$ cat config.mk
export PLATFORM = sky130hd
export DESIGN_NAME = cavlc_top
export DESIGN_NICKNAME = d
export VERILOG_FILES = /design/src/hw/cavlc_ctrl_pkg.sv /design/src/hw/cavlc_syntax_pkg.sv /design/src/hw/cavlc_top.sv /design/src/hw/cavlc_fsm.sv /design/src/hw/cavlc_read_run_befores.sv /design/src/hw/cavlc_read_total_zeros.sv /design/src/hw/cavlc_read_levels.sv /design/src/hw/cavlc_read_total_coeffs.sv
export SDC_FILE = /design/constraint.sdc
export NUM_CORES = 1
export LEC_CHECK = 0
export BUFFER_PORTS_ARGS = -buffer_cell sky130_fd_sc_hd__clkbuf_2
export CORE_UTILIZATION = 45
export DETAILED_ROUTE_END_ITERATION = 6
export GPL_TIMING_DRIVEN = 0
export PLACE_DENSITY = 0.68
export SKIP_LAST_GASP = 1
export SLEW_MARGIN = 20
export SYNTH_ARGS = -nofsm -noshare
export SYNTH_HDL_FRONTEND = slang
export SYNTH_HIERARCHICAL = 1
export SYNTH_SLANG_ARGS = --single-unit
export TNS_END_PERCENT = 5
$ cat constraint.sdc
create_clock -name clk -period 11.5 [get_ports clk]
set_clock_uncertainty 0.2 [all_clocks]
set_input_delay 1.725 -clock clk [delete_from_list [all_inputs] [get_ports clk]]
set_output_delay 1.725 -clock clk [all_outputs]
set_load 0.05 [all_outputs]
$ cat src/hw/cavlc_ctrl_pkg.sv
// cavlc control package
// decoder state encoding, bit window width and index types
package cavlc_ctrl_pkg;

    // rbsp bits visible to the decoder, first bit at the msb
    localparam int window_w = 16;

    // bits consumed in one cycle, 0 to 16
    typedef logic [4:0] len_t;

    // one-hot decoder states
    typedef enum logic [7:0] {
        st_idle         = 8'b0000_0001,
        st_total_coeffs = 8'b0000_0010,
        st_t1s          = 8'b0000_0100,
        st_level_prefix = 8'b0000_1000,
        st_level_suffix = 8'b0001_0000,
        st_total_zeros  = 8'b0010_0000,
        st_run_before   = 8'b0100_0000,
        st_done         = 8'b1000_0000
    } cavlc_state_t;

    // level or coefficient index
    typedef logic [1:0] idx_t;

endpackage

$ cat src/hw/cavlc_syntax_pkg.sv
// cavlc syntax package
// coefficient, level and coeff_token types for chroma dc 2x2 blocks
package cavlc_syntax_pkg;

    // one chroma dc block holds 2x2 coefficients
    localparam int max_coeff = 4;

    // signed coefficient or level value
    typedef logic signed [8:0] coeff_t;

    // four coefficients, c0 comes first in zigzag order
    typedef struct packed {
        coeff_t c0;
        coeff_t c1;
        coeff_t c2;
        coeff_t c3;
    } coeff_block_t;

    // decoded coeff_token
    typedef struct packed {
        logic [2:0] total_coeff;
        logic [1:0] trailing_ones;
    } token_t;

    // zeros ahead of the last coefficient, 0 to 3
    typedef logic [1:0] total_zeros_t;

endpackage
$ cat src/hw/cavlc_top.sv
// cavlc chroma dc decoder top
// connects the coeff_token, level, total_zeros and run_before readers
// to the fsm that sequences them
`timescale 1ns/1ps

module cavlc_top (
    input  logic                                clk,
    input  logic                                reset,
    input  logic                                ena,
    input  logic                                start,
    input  logic [cavlc_ctrl_pkg::window_w-1:0] rbsp,
    output cavlc_syntax_pkg::coeff_block_t      coeffs,
    output logic [2:0]                          total_coeff,
    output cavlc_ctrl_pkg::len_t                len,
    output logic                                idle,
    output logic                                valid
);
    import cavlc_ctrl_pkg::*;
    import cavlc_syntax_pkg::*;

    cavlc_state_t state;
    idx_t         i;
    token_t       token;
    token_t       token_comb;
    coeff_block_t levels;
    total_zeros_t total_zeros;
    total_zeros_t zero_left;
    len_t         len_total_coeffs;
    len_t         len_levels;
    len_t         len_total_zeros;
    len_t         len_run_before;

    assign total_coeff = token.total_coeff;

    // ------------------------------
    // readers
    // ------------------------------
    cavlc_read_total_coeffs i_read_total_coeffs (
        .clk        (clk),
        .reset      (reset),
        .ena        (ena),
        .state      (state),
        .rbsp       (rbsp),
        .token      (token),
        .token_comb (token_comb),
        .len        (len_total_coeffs)
    );

    cavlc_read_levels i_read_levels (
        .clk    (clk),
        .reset  (reset),
        .ena    (ena),
        .state  (state),
        .i      (i),
        .token  (token),
        .rbsp   (rbsp),
        .levels (levels),
        .len    (len_levels)
    );

    cavlc_read_total_zeros i_read_total_zeros (
        .state       (state),
        .rbsp        (rbsp),
        .token       (token),
        .total_zeros (total_zeros),
        .len         (len_total_zeros)
    );

    cavlc_read_run_befores i_read_run_befores (
        .clk         (clk),
        .reset       (reset),
        .ena         (ena),
        .state       (state),
        .i           (i),
        .rbsp        (rbsp),
        .total_zeros (total_zeros),
        .levels      (levels),
        .zero_left   (zero_left),
        .coeffs      (coeffs),
        .len         (len_run_before)
    );

    // ------------------------------
    // sequencing
    // ------------------------------
    cavlc_fsm i_fsm (
        .clk              (clk),
        .reset            (reset),
        .ena              (ena),
        .start            (start),
        .token            (token),
        .token_comb       (token_comb),
        .zero_left        (zero_left),
        .len_total_coeffs (len_total_coeffs),
        .len_levels       (len_levels),
        .len_total_zeros  (len_total_zeros),
        .len_run_before   (len_run_before),
        .state            (state),
        .i                (i),
        .len              (len),
        .idle             (idle),
        .valid            (valid)
    );

endmodule

$ cat src/hw/cavlc_fsm.sv
// cavlc decoder fsm
// steps through the syntax elements, counts the level index
// and picks the consumed length of the active reader
`timescale 1ns/1ps

module cavlc_fsm (
    input  logic                           clk,
    input  logic                           reset,
    input  logic                           ena,
    input  logic                           start,
    input  cavlc_syntax_pkg::token_t       token,
    input  cavlc_syntax_pkg::token_t       token_comb,
    input  cavlc_syntax_pkg::total_zeros_t zero_left,
    input  cavlc_ctrl_pkg::len_t           len_total_coeffs,
    input  cavlc_ctrl_pkg::len_t           len_levels,
    input  cavlc_ctrl_pkg::len_t           len_total_zeros,
    input  cavlc_ctrl_pkg::len_t           len_run_before,
    output cavlc_ctrl_pkg::cavlc_state_t   state,
    output cavlc_ctrl_pkg::idx_t           i,
    output cavlc_ctrl_pkg::len_t           len,
    output logic                           idle,
    output logic                           valid
);
    import cavlc_ctrl_pkg::*;
    import cavlc_syntax_pkg::*;

    cavlc_state_t state_next;
    cavlc_state_t after_levels;
    logic         run_cycle;

    // a full block has no zeros, so total_zeros is not coded
    assign after_levels = (token.total_coeff == 3'(max_coeff)) ? st_run_before
                                                               : st_total_zeros;

    // same rule the run_before reader uses to read a code
    assign run_cycle = zero_left != 2'd0 && ({1'b0, i} + 3'd1) < token.total_coeff;

    // ------------------------------
    // next state
    // ------------------------------
    always_comb begin
        state_next = state;
        case (state)
            st_idle: begin
                if (start) begin
                    state_next = st_total_coeffs;
                end
            end
            st_total_coeffs: begin
                if (token_comb.total_coeff == 3'd0) begin
                    state_next = st_done;
                end else if (token_comb.trailing_ones != 2'd0) begin
                    state_next = st_t1s;
                end else begin
                    state_next = st_level_prefix;
                end
            end
            // i still equals TrailingOnes here
            st_t1s: begin
                state_next = ({1'b0, i} < token.total_coeff) ? st_level_prefix
                                                             : after_levels;
            end
            st_level_prefix: state_next = st_level_suffix;
            st_level_suffix: begin
                state_next = ({1'b0, i} + 3'd1 < token.total_coeff) ? st_level_prefix
                                                                    : after_levels;
            end
            st_total_zeros:  state_next = st_run_before;
            // the last run_before cycle places the remaining levels
            st_run_before:   state_next = run_cycle ? st_run_before : st_done;
            st_done:         state_next = st_idle;
            default:         state_next = st_idle;
        endcase
    end

    always_ff @(posedge clk) begin
        if (reset) begin
            state <= st_idle;
            i     <= '0;
        end else if (ena) begin
            state <= state_next;
            case (state)
                // levels after the trailing ones start at index t1
                st_total_coeffs: i <= token_comb.trailing_ones;
                st_t1s: begin
                    if (state_next != st_level_prefix) begin
                        i <= '0;
                    end
                end
                // back to 0 for the run_before pass
                st_level_suffix: begin
                    i <= (state_next == st_level_prefix) ? i + 2'd1 : 2'd0;
                end
                st_run_before: begin
                    if (run_cycle) begin
                        i <= i + 2'd1;
                    end
                end
                default: ;
            endcase
        end
    end

    // consumed length of the reader that owns the state
    always_comb begin
        case (state)
            st_total_coeffs: len = len_total_coeffs;
            st_t1s, st_level_prefix, st_level_suffix: len = len_levels;
            st_total_zeros:  len = len_total_zeros;
            st_run_before:   len = len_run_before;
            default:         len = '0;
        endcase
    end

    assign idle  = state == st_idle;
    // one pulse per block even when st_done is stalled
    assign valid = ena && state == st_done;

    state_onehot: assert property (@(posedge clk) disable iff (reset)
        $onehot(state));

    start_when_idle: assert property (@(posedge clk) disable iff (reset)
        start |-> idle);

endmodule

$ cat src/hw/cavlc_read_run_befores.sv
// run_before reader
// tracks zerosLeft and places levels into the zigzag coefficient block
// placement runs from the last nonzero coefficient downwards
`timescale 1ns/1ps

module cavlc_read_run_befores (
    input  logic                                clk,
    input  logic                                reset,
    input  logic                                ena,
    input  cavlc_ctrl_pkg::cavlc_state_t        state,
    input  cavlc_ctrl_pkg::idx_t                i,
    input  logic [cavlc_ctrl_pkg::window_w-1:0] rbsp,
    input  cavlc_syntax_pkg::total_zeros_t      total_zeros,
    input  cavlc_syntax_pkg::coeff_block_t      levels,
    output cavlc_syntax_pkg::total_zeros_t      zero_left,
    output cavlc_syntax_pkg::coeff_block_t      coeffs,
    output cavlc_ctrl_pkg::len_t                len
);
    import cavlc_ctrl_pkg::*;
    import cavlc_syntax_pkg::*;

    coeff_t [0:max_coeff-1] lv;
    coeff_t [0:max_coeff-1] blk;
    // zigzag slot for the next level
    idx_t         pos;
    logic [2:0]   num_levels;
    logic         run_cycle;
    total_zeros_t run;
    len_t         run_len;

    assign lv     = levels;
    assign coeffs = blk;

    // decoded levels are never zero, so this is TotalCoeff
    always_comb begin
        num_levels = '0;
        for (int k = 0; k < max_coeff; k++) begin
            if (lv[k] != '0) begin
                num_levels = num_levels + 3'd1;
            end
        end
    end

    // read a run while zeros remain and more than one level is left
    assign run_cycle = zero_left != 2'd0 && ({1'b0, i} + 3'd1) < num_levels;

    // ------------------------------
    // run_before table
    // ------------------------------
    always_comb begin
        run     = 2'd0;
        run_len = 5'd0;
        case (zero_left)
            2'd1: begin
                run     = rbsp[window_w-1] ? 2'd0 : 2'd1;
                run_len = 5'd1;
            end
            2'd2: begin
                if (rbsp[window_w-1]) begin
                    run_len = 5'd1;
                end else begin
                    run     = rbsp[window_w-2] ? 2'd1 : 2'd2;
                    run_len = 5'd2;
                end
            end
            2'd3: begin
                // 11 -> 0 down to 00 -> 3
                run     = ~rbsp[window_w-1 -: 2];
                run_len = 5'd2;
            end
            default: ;
        endcase
    end

    assign len = (state == st_run_before && run_cycle) ? run_len : '0;

    always_ff @(posedge clk) begin
        if (reset) begin
            zero_left <= '0;
            pos       <= '0;
            blk       <= '0;
        end else if (ena) begin
            case (state)
                st_total_coeffs: begin
                    // a full block skips total_zeros and keeps these
                    zero_left <= '0;
                    pos       <= idx_t'(max_coeff - 1);
                    blk       <= '0;
                end
                st_total_zeros: begin
                    zero_left <= total_zeros;
                    pos       <= idx_t'(num_levels + 3'(total_zeros) - 3'd1);
                end
                st_run_before: begin
                    if (run_cycle) begin
                        blk[pos]  <= lv[i];
                        pos       <= pos - idx_t'(run) - 2'd1;
                        zero_left <= zero_left - run;
                    end else begin
                        // leaving for st_done, rest go in back to back
                        for (int k = 0; k < max_coeff; k++) begin
                            if (k >= i && k < num_levels) begin
                                blk[pos - idx_t'(k - i)] <= lv[k];
                            end
                        end
                    end
                end
                default: ;
            endcase
        end
    end

    // a run must leave a slot for every level still to be placed
    run_range: assert property (@(posedge clk) disable iff (reset)
        (ena && state == st_run_before && run_cycle) |->
            3'(pos) >= 3'(run) + num_levels - 3'(i) - 3'd1);

endmodule

$ cat src/hw/cavlc_read_total_zeros.sv
// chroma dc total_zeros reader
// combinational lookup in the three tables picked by TotalCoeff
`timescale 1ns/1ps

module cavlc_read_total_zeros (
    input  cavlc_ctrl_pkg::cavlc_state_t        state,
    input  logic [cavlc_ctrl_pkg::window_w-1:0] rbsp,
    input  cavlc_syntax_pkg::token_t            token,
    output cavlc_syntax_pkg::total_zeros_t      total_zeros,
    output cavlc_ctrl_pkg::len_t                len
);
    import cavlc_ctrl_pkg::*;

    logic [2:0] code;
    len_t       code_len;

    // codes are at most 3 bits
    assign code = rbsp[window_w-1 -: 3];

    always_comb begin
        case (token.total_coeff)
            3'd1: begin
                casez (code)
                    3'b1??:  {total_zeros, code_len} = {2'd0, 5'd1};
                    3'b01?:  {total_zeros, code_len} = {2'd1, 5'd2};
                    3'b001:  {total_zeros, code_len} = {2'd2, 5'd3};
                    default: {total_zeros, code_len} = {2'd3, 5'd3};
                endcase
            end
            3'd2: begin
                casez (code)
                    3'b1??:  {total_zeros, code_len} = {2'd0, 5'd1};
                    3'b01?:  {total_zeros, code_len} = {2'd1, 5'd2};
                    default: {total_zeros, code_len} = {2'd2, 5'd2};
                endcase
            end
            3'd3: begin
                {total_zeros, code_len} = {~code[2] ? 2'd1 : 2'd0, 5'd1};
            end
            // TotalCoeff 0 or 4 never reaches st_total_zeros
            default: {total_zeros, code_len} = {2'd0, 5'd0};
        endcase
    end

    assign len = (state == st_total_zeros) ? code_len : '0;

endmodule

$ cat src/hw/cavlc_read_levels.sv
// level reader
// trailing-one signs, level_prefix and level_suffix into the level list
// levels are kept in decode order, highest frequency first
`timescale 1ns/1ps

module cavlc_read_levels (
    input  logic                                clk,
    input  logic                                reset,
    input  logic                                ena,
    input  cavlc_ctrl_pkg::cavlc_state_t        state,
    input  cavlc_ctrl_pkg::idx_t                i,
    input  cavlc_syntax_pkg::token_t            token,
    input  logic [cavlc_ctrl_pkg::window_w-1:0] rbsp,
    output cavlc_syntax_pkg::coeff_block_t      levels,
    output cavlc_ctrl_pkg::len_t                len
);
    import cavlc_ctrl_pkg::*;
    import cavlc_syntax_pkg::*;

    coeff_t [0:max_coeff-1] lv;
    // suffixLength, 0 to 6
    logic [2:0]  suffix_len;
    logic [2:0]  sl_first;
    logic [2:0]  sl_next;
    logic [3:0]  prefix;
    len_t        lead_zeros;
    len_t        suffix_size;
    logic [11:0] level_suffix;
    // wide enough for the prefix 15 escape
    logic [12:0] level_code;
    logic [12:0] level_mag;
    coeff_t      level;

    assign levels = lv;

    // ------------------------------
    // level_prefix
    // ------------------------------
    // count leading zeros, the first one found wins
    always_comb begin
        lead_zeros = len_t'(window_w);
        for (int k = 0; k < window_w; k++) begin
            if (rbsp[window_w-1-k] && lead_zeros == len_t'(window_w)) begin
                lead_zeros = len_t'(k);
            end
        end
    end

    // ------------------------------
    // level_suffix and levelCode
    // ------------------------------
    always_comb begin
        // escape sizes at prefix 14 and 15
        if (prefix == 4'd14 && suffix_len == 3'd0) begin
            suffix_size = 5'd4;
        end else if (prefix == 4'd15) begin
            suffix_size = 5'd12;
        end else begin
            suffix_size = len_t'(suffix_len);
        end
        if (suffix_size == 5'd0) begin
            level_suffix = '0;
        end else begin
            level_suffix = 12'(rbsp >> (window_w - suffix_size));
        end

        level_code = (13'(prefix) << suffix_len) + 13'(level_suffix);
        if (prefix == 4'd15 && suffix_len == 3'd0) begin
            level_code = level_code + 13'd15;
        end
        // first level after fewer than 3 trailing ones cannot be +-1
        if (i == token.trailing_ones && token.trailing_ones < 2'd3) begin
            level_code = level_code + 13'd2;
        end

        // even codes positive, odd codes negative
        level_mag = (level_code >> 1) + 13'd1;
        level     = level_code[0] ? -coeff_t'(level_mag) : coeff_t'(level_mag);

        // suffixLength adaptation
        sl_first = (suffix_len == 3'd0) ? 3'd1 : suffix_len;
        if (level_mag > (13'd3 << (sl_first - 3'd1)) && sl_first < 3'd6) begin
            sl_next = sl_first + 3'd1;
        end else begin
            sl_next = sl_first;
        end
    end

    // bits used by this reader in its own states
    always_comb begin
        case (state)
            st_t1s:          len = len_t'(token.trailing_ones);
            st_level_prefix: len = lead_zeros + 5'd1;
            st_level_suffix: len = suffix_size;
            default:         len = '0;
        endcase
    end

    always_ff @(posedge clk) begin
        if (reset) begin
            suffix_len <= '0;
            prefix     <= '0;
        end else if (ena) begin
            // chroma dc never has TotalCoeff above 10, so start at 0
            if (state == st_total_coeffs) begin
                suffix_len <= '0;
            end
            if (state == st_level_prefix) begin
                prefix <= lead_zeros[3:0];
            end
            if (state == st_level_suffix) begin
                suffix_len <= sl_next;
            end
        end
    end

    // level list, cleared per block so unused slots read zero
    always_ff @(posedge clk) begin
        if (ena) begin
            case (state)
                st_total_coeffs: lv <= '0;
                st_t1s: begin
                    // sign bit 1 means -1
                    for (int k = 0; k < 3; k++) begin
                        if (k < token.trailing_ones) begin
                            lv[k] <= rbsp[window_w-1-k] ? -9'sd1 : 9'sd1;
                        end
                    end
                end
                st_level_suffix: lv[i] <= level;
                default: ;
            endcase
        end
    end

    // the caller window must hold a one within the first 16 bits
    prefix_range: assert property (@(posedge clk) disable iff (reset)
        (ena && state == st_level_prefix) |-> lead_zeros <= 5'd15);

endmodule

$ cat src/hw/cavlc_read_total_coeffs.sv
// chroma dc coeff_token reader
// decodes TotalCoeff and TrailingOnes from the nC = -1 table
`timescale 1ns/1ps

module cavlc_read_total_coeffs (
    input  logic                                clk,
    input  logic                                reset,
    input  logic                                ena,
    input  cavlc_ctrl_pkg::cavlc_state_t        state,
    input  logic [cavlc_ctrl_pkg::window_w-1:0] rbsp,
    output cavlc_syntax_pkg::token_t            token,
    output cavlc_syntax_pkg::token_t            token_comb,
    output cavlc_ctrl_pkg::len_t                len
);
    import cavlc_ctrl_pkg::*;

    // table entry as {total_coeff, trailing_ones, code length}
    logic [9:0] entry;

    // ------------------------------
    // coeff_token table, nC = -1
    // ------------------------------
    // the longest code is 8 bits, every 8-bit prefix hits one entry
    always_comb begin
        casez (rbsp[window_w-1 -: 8])
            8'b1???????: entry = {3'd1, 2'd1, 5'd1};
            8'b01??????: entry = {3'd0, 2'd0, 5'd2};
            8'b001?????: entry = {3'd2, 2'd2, 5'd3};
            8'b000111??: entry = {3'd1, 2'd0, 5'd6};
            8'b000100??: entry = {3'd2, 2'd0, 5'd6};
            8'b000110??: entry = {3'd2, 2'd1, 5'd6};
            8'b000101??: entry = {3'd3, 2'd3, 5'd6};
            8'b000011??: entry = {3'd3, 2'd0, 5'd6};
            8'b000010??: entry = {3'd4, 2'd0, 5'd6};
            8'b0000011?: entry = {3'd3, 2'd1, 5'd7};
            8'b0000010?: entry = {3'd3, 2'd2, 5'd7};
            8'b0000000?: entry = {3'd4, 2'd3, 5'd7};
            8'b00000011: entry = {3'd4, 2'd1, 5'd8};
            default:     entry = {3'd4, 2'd2, 5'd8};
        endcase
    end

    // combinational copy lets the fsm branch out of st_total_coeffs
    assign token_comb = entry[9:5];
    assign len        = entry[4:0];

    // registered copy serves all later states
    always_ff @(posedge clk) begin
        if (reset) begin
            token <= '0;
        end else if (ena && state == st_total_coeffs) begin
            token <= token_comb;
        end
    end

endmodule

Word-level counts from Yosys, hierarchy flattened. Index checks and enable logic that the tools add are counted.

Output and inout port bits: 46. Flip-flop bits (word level): 98.

Reduce and logical (&&, ||, !) cells: 57. Muxes and demuxes: 108. Bitwise gates (word level): 7. Equality and inequality tests: 52. $lt $le $gt $ge: 28. Shifts and indexed selects: 3. Add/subtract/negate cells: 27.

Operators by type and width (number): 2-to-1 mux 36 bit (17); bitwise mux 36 bit (6); 2-to-1 mux 9 bit (15); case mux 10 bit (13 select lines) (1); demux 9 bit (select 2 bit) (6); 2-to-1 mux 5 bit (18); case mux 27 bit (3 select lines) (1); equality test 5 bit (second input constant) (15); case mux 36 bit (2 select lines) (1); case mux 8 bit (7 select lines) (1); case mux 5 bit (3 select lines) (3); 2-to-1 mux 8 bit (5); nonzero test 9 bit (4); logical AND 1 bit (33); >> shifter 16 x 32 -> 12 bit (1); case mux 2 bit (3 select lines) (5); 2-to-1 mux 13 bit (2); equality test 6 x 3 -> 1 bit (second input constant) (4); 2-to-1 mux 3 bit (7); case mux 5 bit (4 select lines) (1); binary-select mux 9 bit (select 2 bit) (1); greater-or-equal comparator 3 bit (second input constant) (6); less-than comparator 3 x 1 -> 1 bit (second input constant) (6); NOT 2 -> 3 bit (6); other kinds (69) (117).

Logic depth before layout (Yosys ltp). Gate-level depths: netlist of the first run.

Depth after elaboration: 49. Mapped depth: 37.

By module. Netlist of the first run, hierarchy kept.

By module, submodules not included: cavlc_read_levels (cells each 703, area an instance 5552.8 um^2, times used 1, seq. area each 1221.2 um^2); cavlc_read_run_befores (cells each 643, area an instance 4645.7 um^2, times used 1, seq. area each 800.8 um^2); cavlc_fsm (cells each 110, area an instance 949.7 um^2, times used 1, seq. area each 200.2 um^2); cavlc_read_total_coeffs (cells each 56, area an instance 401.6 um^2, times used 1, seq. area each 100.1 um^2); cavlc_read_total_zeros (cells each 17, area an instance 108.9 um^2, times used 1, seq. area each 0.0 um^2).

Least setup slack after synthesis of the first run. OpenSTA, ideal clock, no wires.

Kind: reg-to-reg. Start: register i_read_levels.prefix[0]. End: register i_read_levels.suffix_len[0]. Stages on the path, launching flop included: 37. Setup time: 0.077 ns. Buffers on the path: 5. Slack: 2.798 ns. Data arrival time: 8.425 ns. Clock period less this slack: 8.702 ns. Path through: dfxtp_1 > buf_2 > nand4_2 > nand2_1 > buf_1 > clkbuf_1 > ha_1 > clkbuf_1 > inv_1 > a221oi_1 > or2_2 > clkbuf_1 > mux2i_1 > o22ai_1 > ha_1 > fa_1 > inv_1 > ha_1 > inv_1 > nor3_1 > xnor2_1 > ha_1 > nand2b_1 > xnor3_1 > and2_1 > and2_1 > nand3_1 > or3_1 > xor2_1 > ha_1 > nand2_1 > nor3_1 > a21oi_1 > nor3_1 > o211ai_2 > or4_1 > a41oi_2.

Longest elaborated chain between the ends: 16. Elaborated cells on any way between the ends: 21. Classes of those cells: 5 x add/sub; 1 x order compare; 2 x eq/ne; 2 x shift; 7 x mux; 4 x reduce/logical.

RTL lines: from (decl) (RTL line cavlc_read_levels.sv:25) `logic [3:0] prefix;`; from (signal assigned) (RTL line cavlc_read_levels.sv:109) `prefix <= lead_zeros[3:0];`; equality test 4 bit, on equally long branches (RTL line cavlc_read_levels.sv:56, cavlc_read_levels.sv:68, cavlc_read_levels.sv:54); 2-to-1 mux 4 bit or logical AND 1 bit (tied branches) (RTL line cavlc_read_levels.sv:56, cavlc_read_levels.sv:54); 2-to-1 mux 5 bit (RTL line cavlc_read_levels.sv:54) `if (prefix == 4'd14 && suffix_len == 3'd0) begin`; subtractor 5 x 5 -> 6 bit (RTL line cavlc_read_levels.sv:64) `level_suffix = 12'(rbsp >> (window_w - suffix_size));`; >> shifter 16 x 32 -> 12 bit (RTL line cavlc_read_levels.sv:64); 2-to-1 mux 12 bit (RTL line cavlc_read_levels.sv:61) `if (suffix_size == 5'd0) begin`; adder 13 x 12 -> 13 bit (RTL line cavlc_read_levels.sv:67) `level_code = (13'(prefix) << suffix_len) + 13'(level_suffix);`; adder 13 x 4 -> 13 bit (RTL line cavlc_read_levels.sv:69) `level_code = level_code + 13'd15;`; 2-to-1 mux 13 bit * (RTL line cavlc_read_levels.sv:68) `if (prefix == 4'd15 && suffix_len == 3'd0) begin`; adder 13 x 2 -> 13 bit (RTL line cavlc_read_levels.sv:73) `level_code = level_code + 13'd2;`; 2-to-1 mux 13 bit * (RTL line cavlc_read_levels.sv:72) `if (i == token.trailing_ones && token.trailing_ones < 2'd3) begin`; adder 12 x 1 -> 13 bit * (RTL line cavlc_read_levels.sv:77) `level_mag = (level_code >> 1) + 13'd1;`; > comparator 13 bit * (RTL line cavlc_read_levels.sv:82) `if (level_mag > (13'd3 << (sl_first - 3'd1)) && sl_first < 3'd6) begin`; logical AND 1 bit * (RTL line cavlc_read_levels.sv:82); 2-to-1 mux 3 bit * (RTL line cavlc_read_levels.sv:82); 2-to-1 mux 3 bit * (RTL line cavlc_read_levels.sv:111) `if (state == st_level_suffix) begin`; to (signal assigned) (RTL line cavlc_read_levels.sv:112) `suffix_len <= sl_next;`; to (decl) (RTL line cavlc_read_levels.sv:22) `logic [2:0] suffix_len;`.

Every way passes the cells marked *; elsewhere a longest branch is shown, timed or not. A chain may end at the register's enable or synchronous reset.

Worst setup path after layout of the first run.
Start: register i_read_levels.prefix[2]. End: register i_read_levels.suffix_len[0].

The elaborated chain is that of the path after synthesis.

==> impl_metrics.ini, run 1 <==
[placement]
place.port_buffers = 65
globalplace.congestion = 1.005
place.detailed.instances = 1928
dpl.hpwl_mm = 31.73

[cells_and_area]
layout-area-overhead-vs-synth_pct = 9.186
final_layout_size_suffix_gt1_frac = 0.1338
nets = 1674
post_layout_nonfiller_instances = 1944
num_antenna_cells = 0

[clock_network]
clock_path_buffers = 2
clock_transition_at_the_register_clock_pins_on_the_worst_setup_and_hold_paths_after_cts_ns = 0.08
later_pin_clock_latency_in_the_skew_report_ns = 0.36
cts_tree = done
holdBufCountCts = 0
cts_sinks = 98
cts_setup_buffers = 0
htreeDepth = 3
cts_repair_resize_count = 0
tritoncts.num_buffers = 9
clock-root-buffer = clkbuf_16

[logic_synthesis]
post_synth.cell_area_avg_um2 = 7.625
synth.area.top_cells = dfxtp_1, edfxtp_1, nor2_1, ha_1, nand2_1
ys.warnings.count = 6
postSynthCellCount = 1529
yosysSeqAreaShare = 0.1992
synth_async_sr_flop_share = 0
yosys.area.top_type_share = 0.1065
post_synth_edffs = 36
netlist-cell-type-count = 116
ys_seq_elements = 98
synth_largest_area_cell = dfxtp_1
post_synth_design_cell_area_um2 = 11660
synthTopCellsByCount = nor2_1, nand2_1, a21oi_1
post-synth-top-count-cell = nor2_1
synth-main-ff-cell = dfxtp_1

[timing]
slew_violations = 0
grt_setup_unrepaired = no
tightest_slew_ns = 1.181
period_minus_slack_ns = 10.39
final.period_utilization = 0.9031
finalSetupViolations = 0
fmaxAchievable_ghz = 0.09629
slew_headroom = 0.2109
tns_ns = 0
finalHoldViolCount = 0

[grt]
gr-usage-met1 = 0.4095
grt_first_pass_wirelength_mm = 65.72
grt.met3_usage = 0.04584
first_global_vias = 11567
grt_start_max_net_pins = 22
overflow = 0
antenna_found_initial = 0
grt_use_met2 = 0.5286
grt.total_usage = 0.3180
top_usage_layer = met2

[routing]
detail_route.drc_violations = 0
initialDrtViolationCount = 1442
detail_route.wirelength_mm = 42.31
num_vias = 12723
drt_pass1_iterations = 5
post_route_ant_nets = 0
detail_route.vias_per_cell = 6.545
wire_per_inst_um = 21.77

[critical_path]
critical_path_at_ns = 10.47
critical-path-max-stage-delay_ns = 0.55
worst_ep_required_time_ns = 11.58
worst_setup_path_end_kind = flop
path_max_fanout = 10
crit_path_start_kind = flop
cp_slowest_cell = xor2_1
path_class = reg2reg
worst_path_most_repeated_cell = ha_1

[pwr]
seq_power_share = 0.449
vdd_drop_max_mv = 0.06348
clock_power_share = 0.400
power.share.combinational = 0.151
switchingPower_w = 0.0002429
p_int_w = 0.0005742
total_leakage_power_nw = 4.678
power.density_cell_area_nw_per_um2 = 64.19
p_sw_frac = 0.2973

[floorplanning]
rows = 58
design.die.area_um2 = 26560
dieHeight_um = 163.0
die-width_um = 163.0
core_area_um2 = 25330
boundaryPins = 66
floorplan.initialDensity = 0.4603

[worst_hold_path]
min-delay-path-class = reg2reg

[flow_run]
max_cap_violations = 0

[status]
status = finished clean
==> worst max-delay path, delay by kind of cell, from the launching register on <==
kind	cells	cell delay, ns
xor gates and xnor gates	3	1.27
adders and majority gates	6	1.64
DFF	1	0.51
and+or+nand+nor	13	3.22
muxes	1	0.31
AOI/OAI and AO/OA	5	1.13
buffers and inverters	7	2.01
==> per-layer routing <==
layer  vias to the layer above  share of wire
met5                         -              0
li1                       6018              -
met4                         0          0.042
met3                       109          0.076
met1                      6002           0.41
met2                       594           0.47
==> power groups by stage <==
stage / sequential [W] / combinational [W] / clock [W]
final: 0.000367 / 0.000123 / 0.000327
after global routing: 0.000367 / 0.000133 / 0.000344
after CTS: 0.000366 / 0.000120 / 0.000331
after detailed placement: 0.000374 / 0.000120 / 0
after global placement: 0.000374 / 0.000120 / 0
after floorplan: 0.000374 / 0.0000799 / 0
==> layout by cell type, fill, tap and decap left out, types with 12 or more instances in the layout <==
cell	n
nand2b_1	30
a2111oi_0	20
and3_1	19
o31ai_1	12
o21ai_0	60
clkbuf_2	66
o221a_2	18
xor2_1	15
edfxtp_1	36
nand3_1	61
and2_1	15
a211oi_1	31
nor2b_1	15
nor2_1	213
a221o_1	24
ha_1	44
nor3_1	71
o22ai_1	21
xnor2_1	27
o211ai_1	20
buf_2	13
or2_2	15
nand2_1	119
inv_1	64
or3_1	12
mux2i_1	43
clkbuf_1	54
a21oi_1	76
dfxtp_1	62
a22oi_1	22
o221ai_1	30
==> registers in the layout, indices dropped and copies added (netlist names) <==
signal,flops
i_read_levels/suffix_len,3
i_read_levels/prefix,4
i_read_levels/levels,36
i_read_run_befores/pos,2
i_read_total_coeffs/token,5
i_fsm/i,2
i_read_run_befores/coeffs,36
i_fsm/state,8
i_read_run_befores/zero_left,2
==> cell families (layout without fill, tap and decap cells) <==
kind of cell / after synthesis / count (layout) / share of synthesized area
multiplexers: 54 / 54 / 0.05720
flip-flops: 98 / 98 / 0.1992
AND/OR/NAND/NOR: 651 / 651 / 0.2829
buffers and inverters: 155 / 236 / 0.05838
XOR/XNOR: 44 / 44 / 0.03542
AO/OA/AOI/OAI: 479 / 479 / 0.3170
adder cells (fa/ha/maj): 45 / 45 / 0.04894
other: 3 / 7 / 0.0009658
==> path summary, 6_finish.rpt <==
| kind | from | slack [ns] | endpoint | cells past startpoint |
|---|---|---|---|---|
| hold / removal | i_read_total_coeffs/token[1] | 0.32 | i_read_total_coeffs/token[1] | 2 |
| setup / recovery | i_read_levels/prefix[2] | 1.11 | i_read_levels/suffix_len[0] | 35 |
| setup reg to reg | i_read_levels/prefix[2] | 1.11 | i_read_levels/suffix_len[0] | 35 |
| hold reg to reg | i_read_total_coeffs/token[1] | 0.32 | i_read_total_coeffs/token[1] | 2 |
==> cell type report <==
type | count | area, um^2
Fill cell | 2550 | 12600
Multi-Input combinational cell | 1280 | 8685
Sequential cell | 98 | 2322
Buffer | 89 | 432.9
Tap cell | 330 | 412.9
Timing Repair Buffer | 65 | 325.3
Inverter | 66 | 247.7
Clock buffer | 10 | 229.0
Clock inverter | 6 | 75.07
==> through the flow <==
step	worst slack [ns]	total power, W	hold slack (ns)	util	instance area (um^2)
after detailed placement	1.245	0.0004942	0.3128	0.4903	12420
after global placement	1.234	0.0004939	0.3108	0.4901	12410
after CTS	1.161	0.0008177	0.3232	0.5023	12720
after global routing	0.3376	0.0008434	0.3716	0.5026	12730
final	1.114	0.0008171	0.3245	0.5026	12730
after floorplan	2.798	0.0004540	0.2736	-	11670
Note: power is estimated with default switching activity, not from simulation.
==> inputs of run 2 (changes only) <==
--- a/config.mk
+++ b/config.mk
@@ -6,10 +6,12 @@
 export NUM_CORES = 1
 export LEC_CHECK = 0
 export BUFFER_PORTS_ARGS = -buffer_cell sky130_fd_sc_hd__clkbuf_2
+export CELL_PAD_IN_SITES_DETAIL_PLACEMENT = 1
+export CELL_PAD_IN_SITES_GLOBAL_PLACEMENT = 1
 export CORE_UTILIZATION = 45
 export DETAILED_ROUTE_END_ITERATION = 6
 export GPL_TIMING_DRIVEN = 0
-export PLACE_DENSITY = 0.68
+export PLACE_DENSITY = 0.85
 export SKIP_LAST_GASP = 1
 export SLEW_MARGIN = 20
 export SYNTH_ARGS = -nofsm -noshare
==> impl_metrics.ini, run 2 (synthesis gave the netlist of run 1 again) <==
[timing]
grt_setup_unrepaired = no
fmaxAchievable_ghz = 0.09395
finalSetupViolations = 0
finalHoldViolCount = 0
slew_violations = 0
final.period_utilization = 0.9256
hold_slack_ns = 0.3297
period_minus_slack_ns = 10.64
tns_ns = 0
slew_headroom = 0.2104
tightest_slew_ns = 1.184

[cells_and_area]
most-common-layout-cells = nor2_1, nand2_1, a21oi_1
final_layout_size_suffix_gt1_frac = 0.1338
layout-area-overhead-vs-synth_pct = 9.391
num_antenna_cells = 0
nets = 1674
mostFrequentLayoutCell = nor2_1

[grt]
overflow = 0
grt.total_usage = 0.3532
first_global_vias = 12967
grt_start_max_net_pins = 22
antenna_found_initial = 0
grt_first_pass_wirelength_mm = 73.00

[clock_network]
later_pin_clock_latency_in_the_skew_report_ns = 0.35
cts_sinks = 98
htreeDepth = 3
clock-root-buffer = clkbuf_16
cts_tree = done
clock_transition_at_the_register_clock_pins_on_the_worst_setup_and_hold_paths_after_cts_ns = 0.07
holdBufCountCts = 0
cts_setup_buffers = 0
cts_repair_resize_count = 0
clock_path_buffers = 2
tritoncts.num_buffers = 9

[pwr]
total_leakage_power_nw = 4.695
p_sw_frac = 0.2940
p_int_w = 0.0005888
switchingPower_w = 0.0002452
power.share.combinational = 0.152
clock_power_share = 0.409
vdd_drop_max_mv = 0.06746
power.density_cell_area_nw_per_um2 = 65.40
seq_power_share = 0.440

[floorplanning]
die-width_um = 163.0
design.die.area_um2 = 26560
boundaryPins = 66
floorplan.initialDensity = 0.4603
core_area_um2 = 25330
dieHeight_um = 163.0
rows = 58

[critical_path]
worst_ep_required_time_ns = 11.58
worst_path_most_repeated_cell = ha_1
worst_setup_path_end_kind = flop
path_max_fanout = 10
path_class = reg2reg
crit_buf_inv = 7
crit_path_start_kind = flop
top_delay_family_on_crit_path = simple AND/OR/NAND/NOR gates
cp_slowest_cell = xor2_1
critical-path-max-stage-delay_ns = 0.59
critical_path_at_ns = 10.73

[routing]
drt_pass1_iterations = 5
detail_route.wirelength_mm = 47.12
initialDrtViolationCount = 1047
num_vias = 13062
detail_route.vias_per_cell = 6.719
post_route_ant_nets = 0
wire_per_inst_um = 24.24
detail_route.drc_violations = 0

[placement]
dpl.hpwl_mm = 35.74
globalplace.congestion = 0.9965
place.port_buffers = 65

[flow_run]
max_cap_violations = 0

[worst_hold_path]
min-delay-path-class = reg2reg

[status]
status = finished clean
-- run 2: power groups by stage --
stage | logic (W) | clock network, W | registers (W)
2_1_floorplan | 0.0000799 | 0 | 0.000374
6_report | 0.000127 | 0.000341 | 0.000367
4_1_cts | 0.000123 | 0.000344 | 0.000366
3_3_place_gp | 0.000121 | 0 | 0.000374
3_5_place_dp | 0.000123 | 0 | 0.000374
5_1_grt | 0.000135 | 0.000353 | 0.000367
-- run 2: path summary, 6_finish.rpt --
path,endpoint,depth (start not counted),start,slack [ns]
setup reg to reg,i_read_levels/suffix_len[0],35,i_read_levels/prefix[2],0.86
hold / removal,i_read_total_coeffs/token[1],2,i_read_total_coeffs/token[1],0.33
hold reg to reg,i_read_total_coeffs/token[1],2,i_read_total_coeffs/token[1],0.33
setup / recovery,i_read_levels/suffix_len[0],35,i_read_levels/prefix[2],0.86
-- run 2: metal layers --
metal / global-route usage / routed length, um / vias to the layer above / part of all wire
li1: - / - / 6015 / -
met1: 0.4379 / 19730 / 6394 / 0.42
met2: 0.6139 / 22610 / 534 / 0.48
met3: 0.03896 / 2704 / 119 / 0.057
met4: 0.1546 / 2072 / 0 / 0.044
met5: 0 / 0 / - / 0
-- run 2: worst register-to-register path, delay by kind of cell, from the launching register on --
| kind | cells | cell delay (ns) |
|---|---|---|
| buffers and inverters | 7 | 2.04 |
| adder cells (fa/ha/maj) | 6 | 1.68 |
| multiplexers | 1 | 0.34 |
| AO/OA/AOI/OAI | 5 | 1.23 |
| flip-flops | 1 | 0.50 |
| AND/OR/NAND/NOR | 13 | 3.28 |
| XOR/XNOR | 3 | 1.35 |
-- run 2: per-stage QoR --
| stage | setup WS [ns] | total power, W | cell area, um^2 | utilization | instances |
|---|---|---|---|---|---|
| floorplan | 2.798 | 0.0004540 | 11670 | - | 1533 |
| global placement | 1.273 | 0.0004946 | 12410 | 0.4901 | 1928 |
| detailed placement | 0.9601 | 0.0004971 | 12420 | 0.4903 | 1928 |
| CTS | 0.9117 | 0.0008336 | 12740 | 0.5029 | 1944 |
| global route | 0.05450 | 0.0008549 | 12750 | 0.5036 | 1944 |
| finish | 0.8560 | 0.0008340 | 12750 | 0.5036 | 1944 |
-- run 2: layout make-up --
class / count / area (um^2)
multi-input combinational: 1280 / 8693
timing repair buffer: 65 / 325.3
clock inverter: 4 / 57.56
tap: 330 / 412.9
sequential: 98 / 2322
inverter: 66 / 247.7
clock buffer: 12 / 261.5
buffer: 89 / 432.9
fill: 3240 / 12570
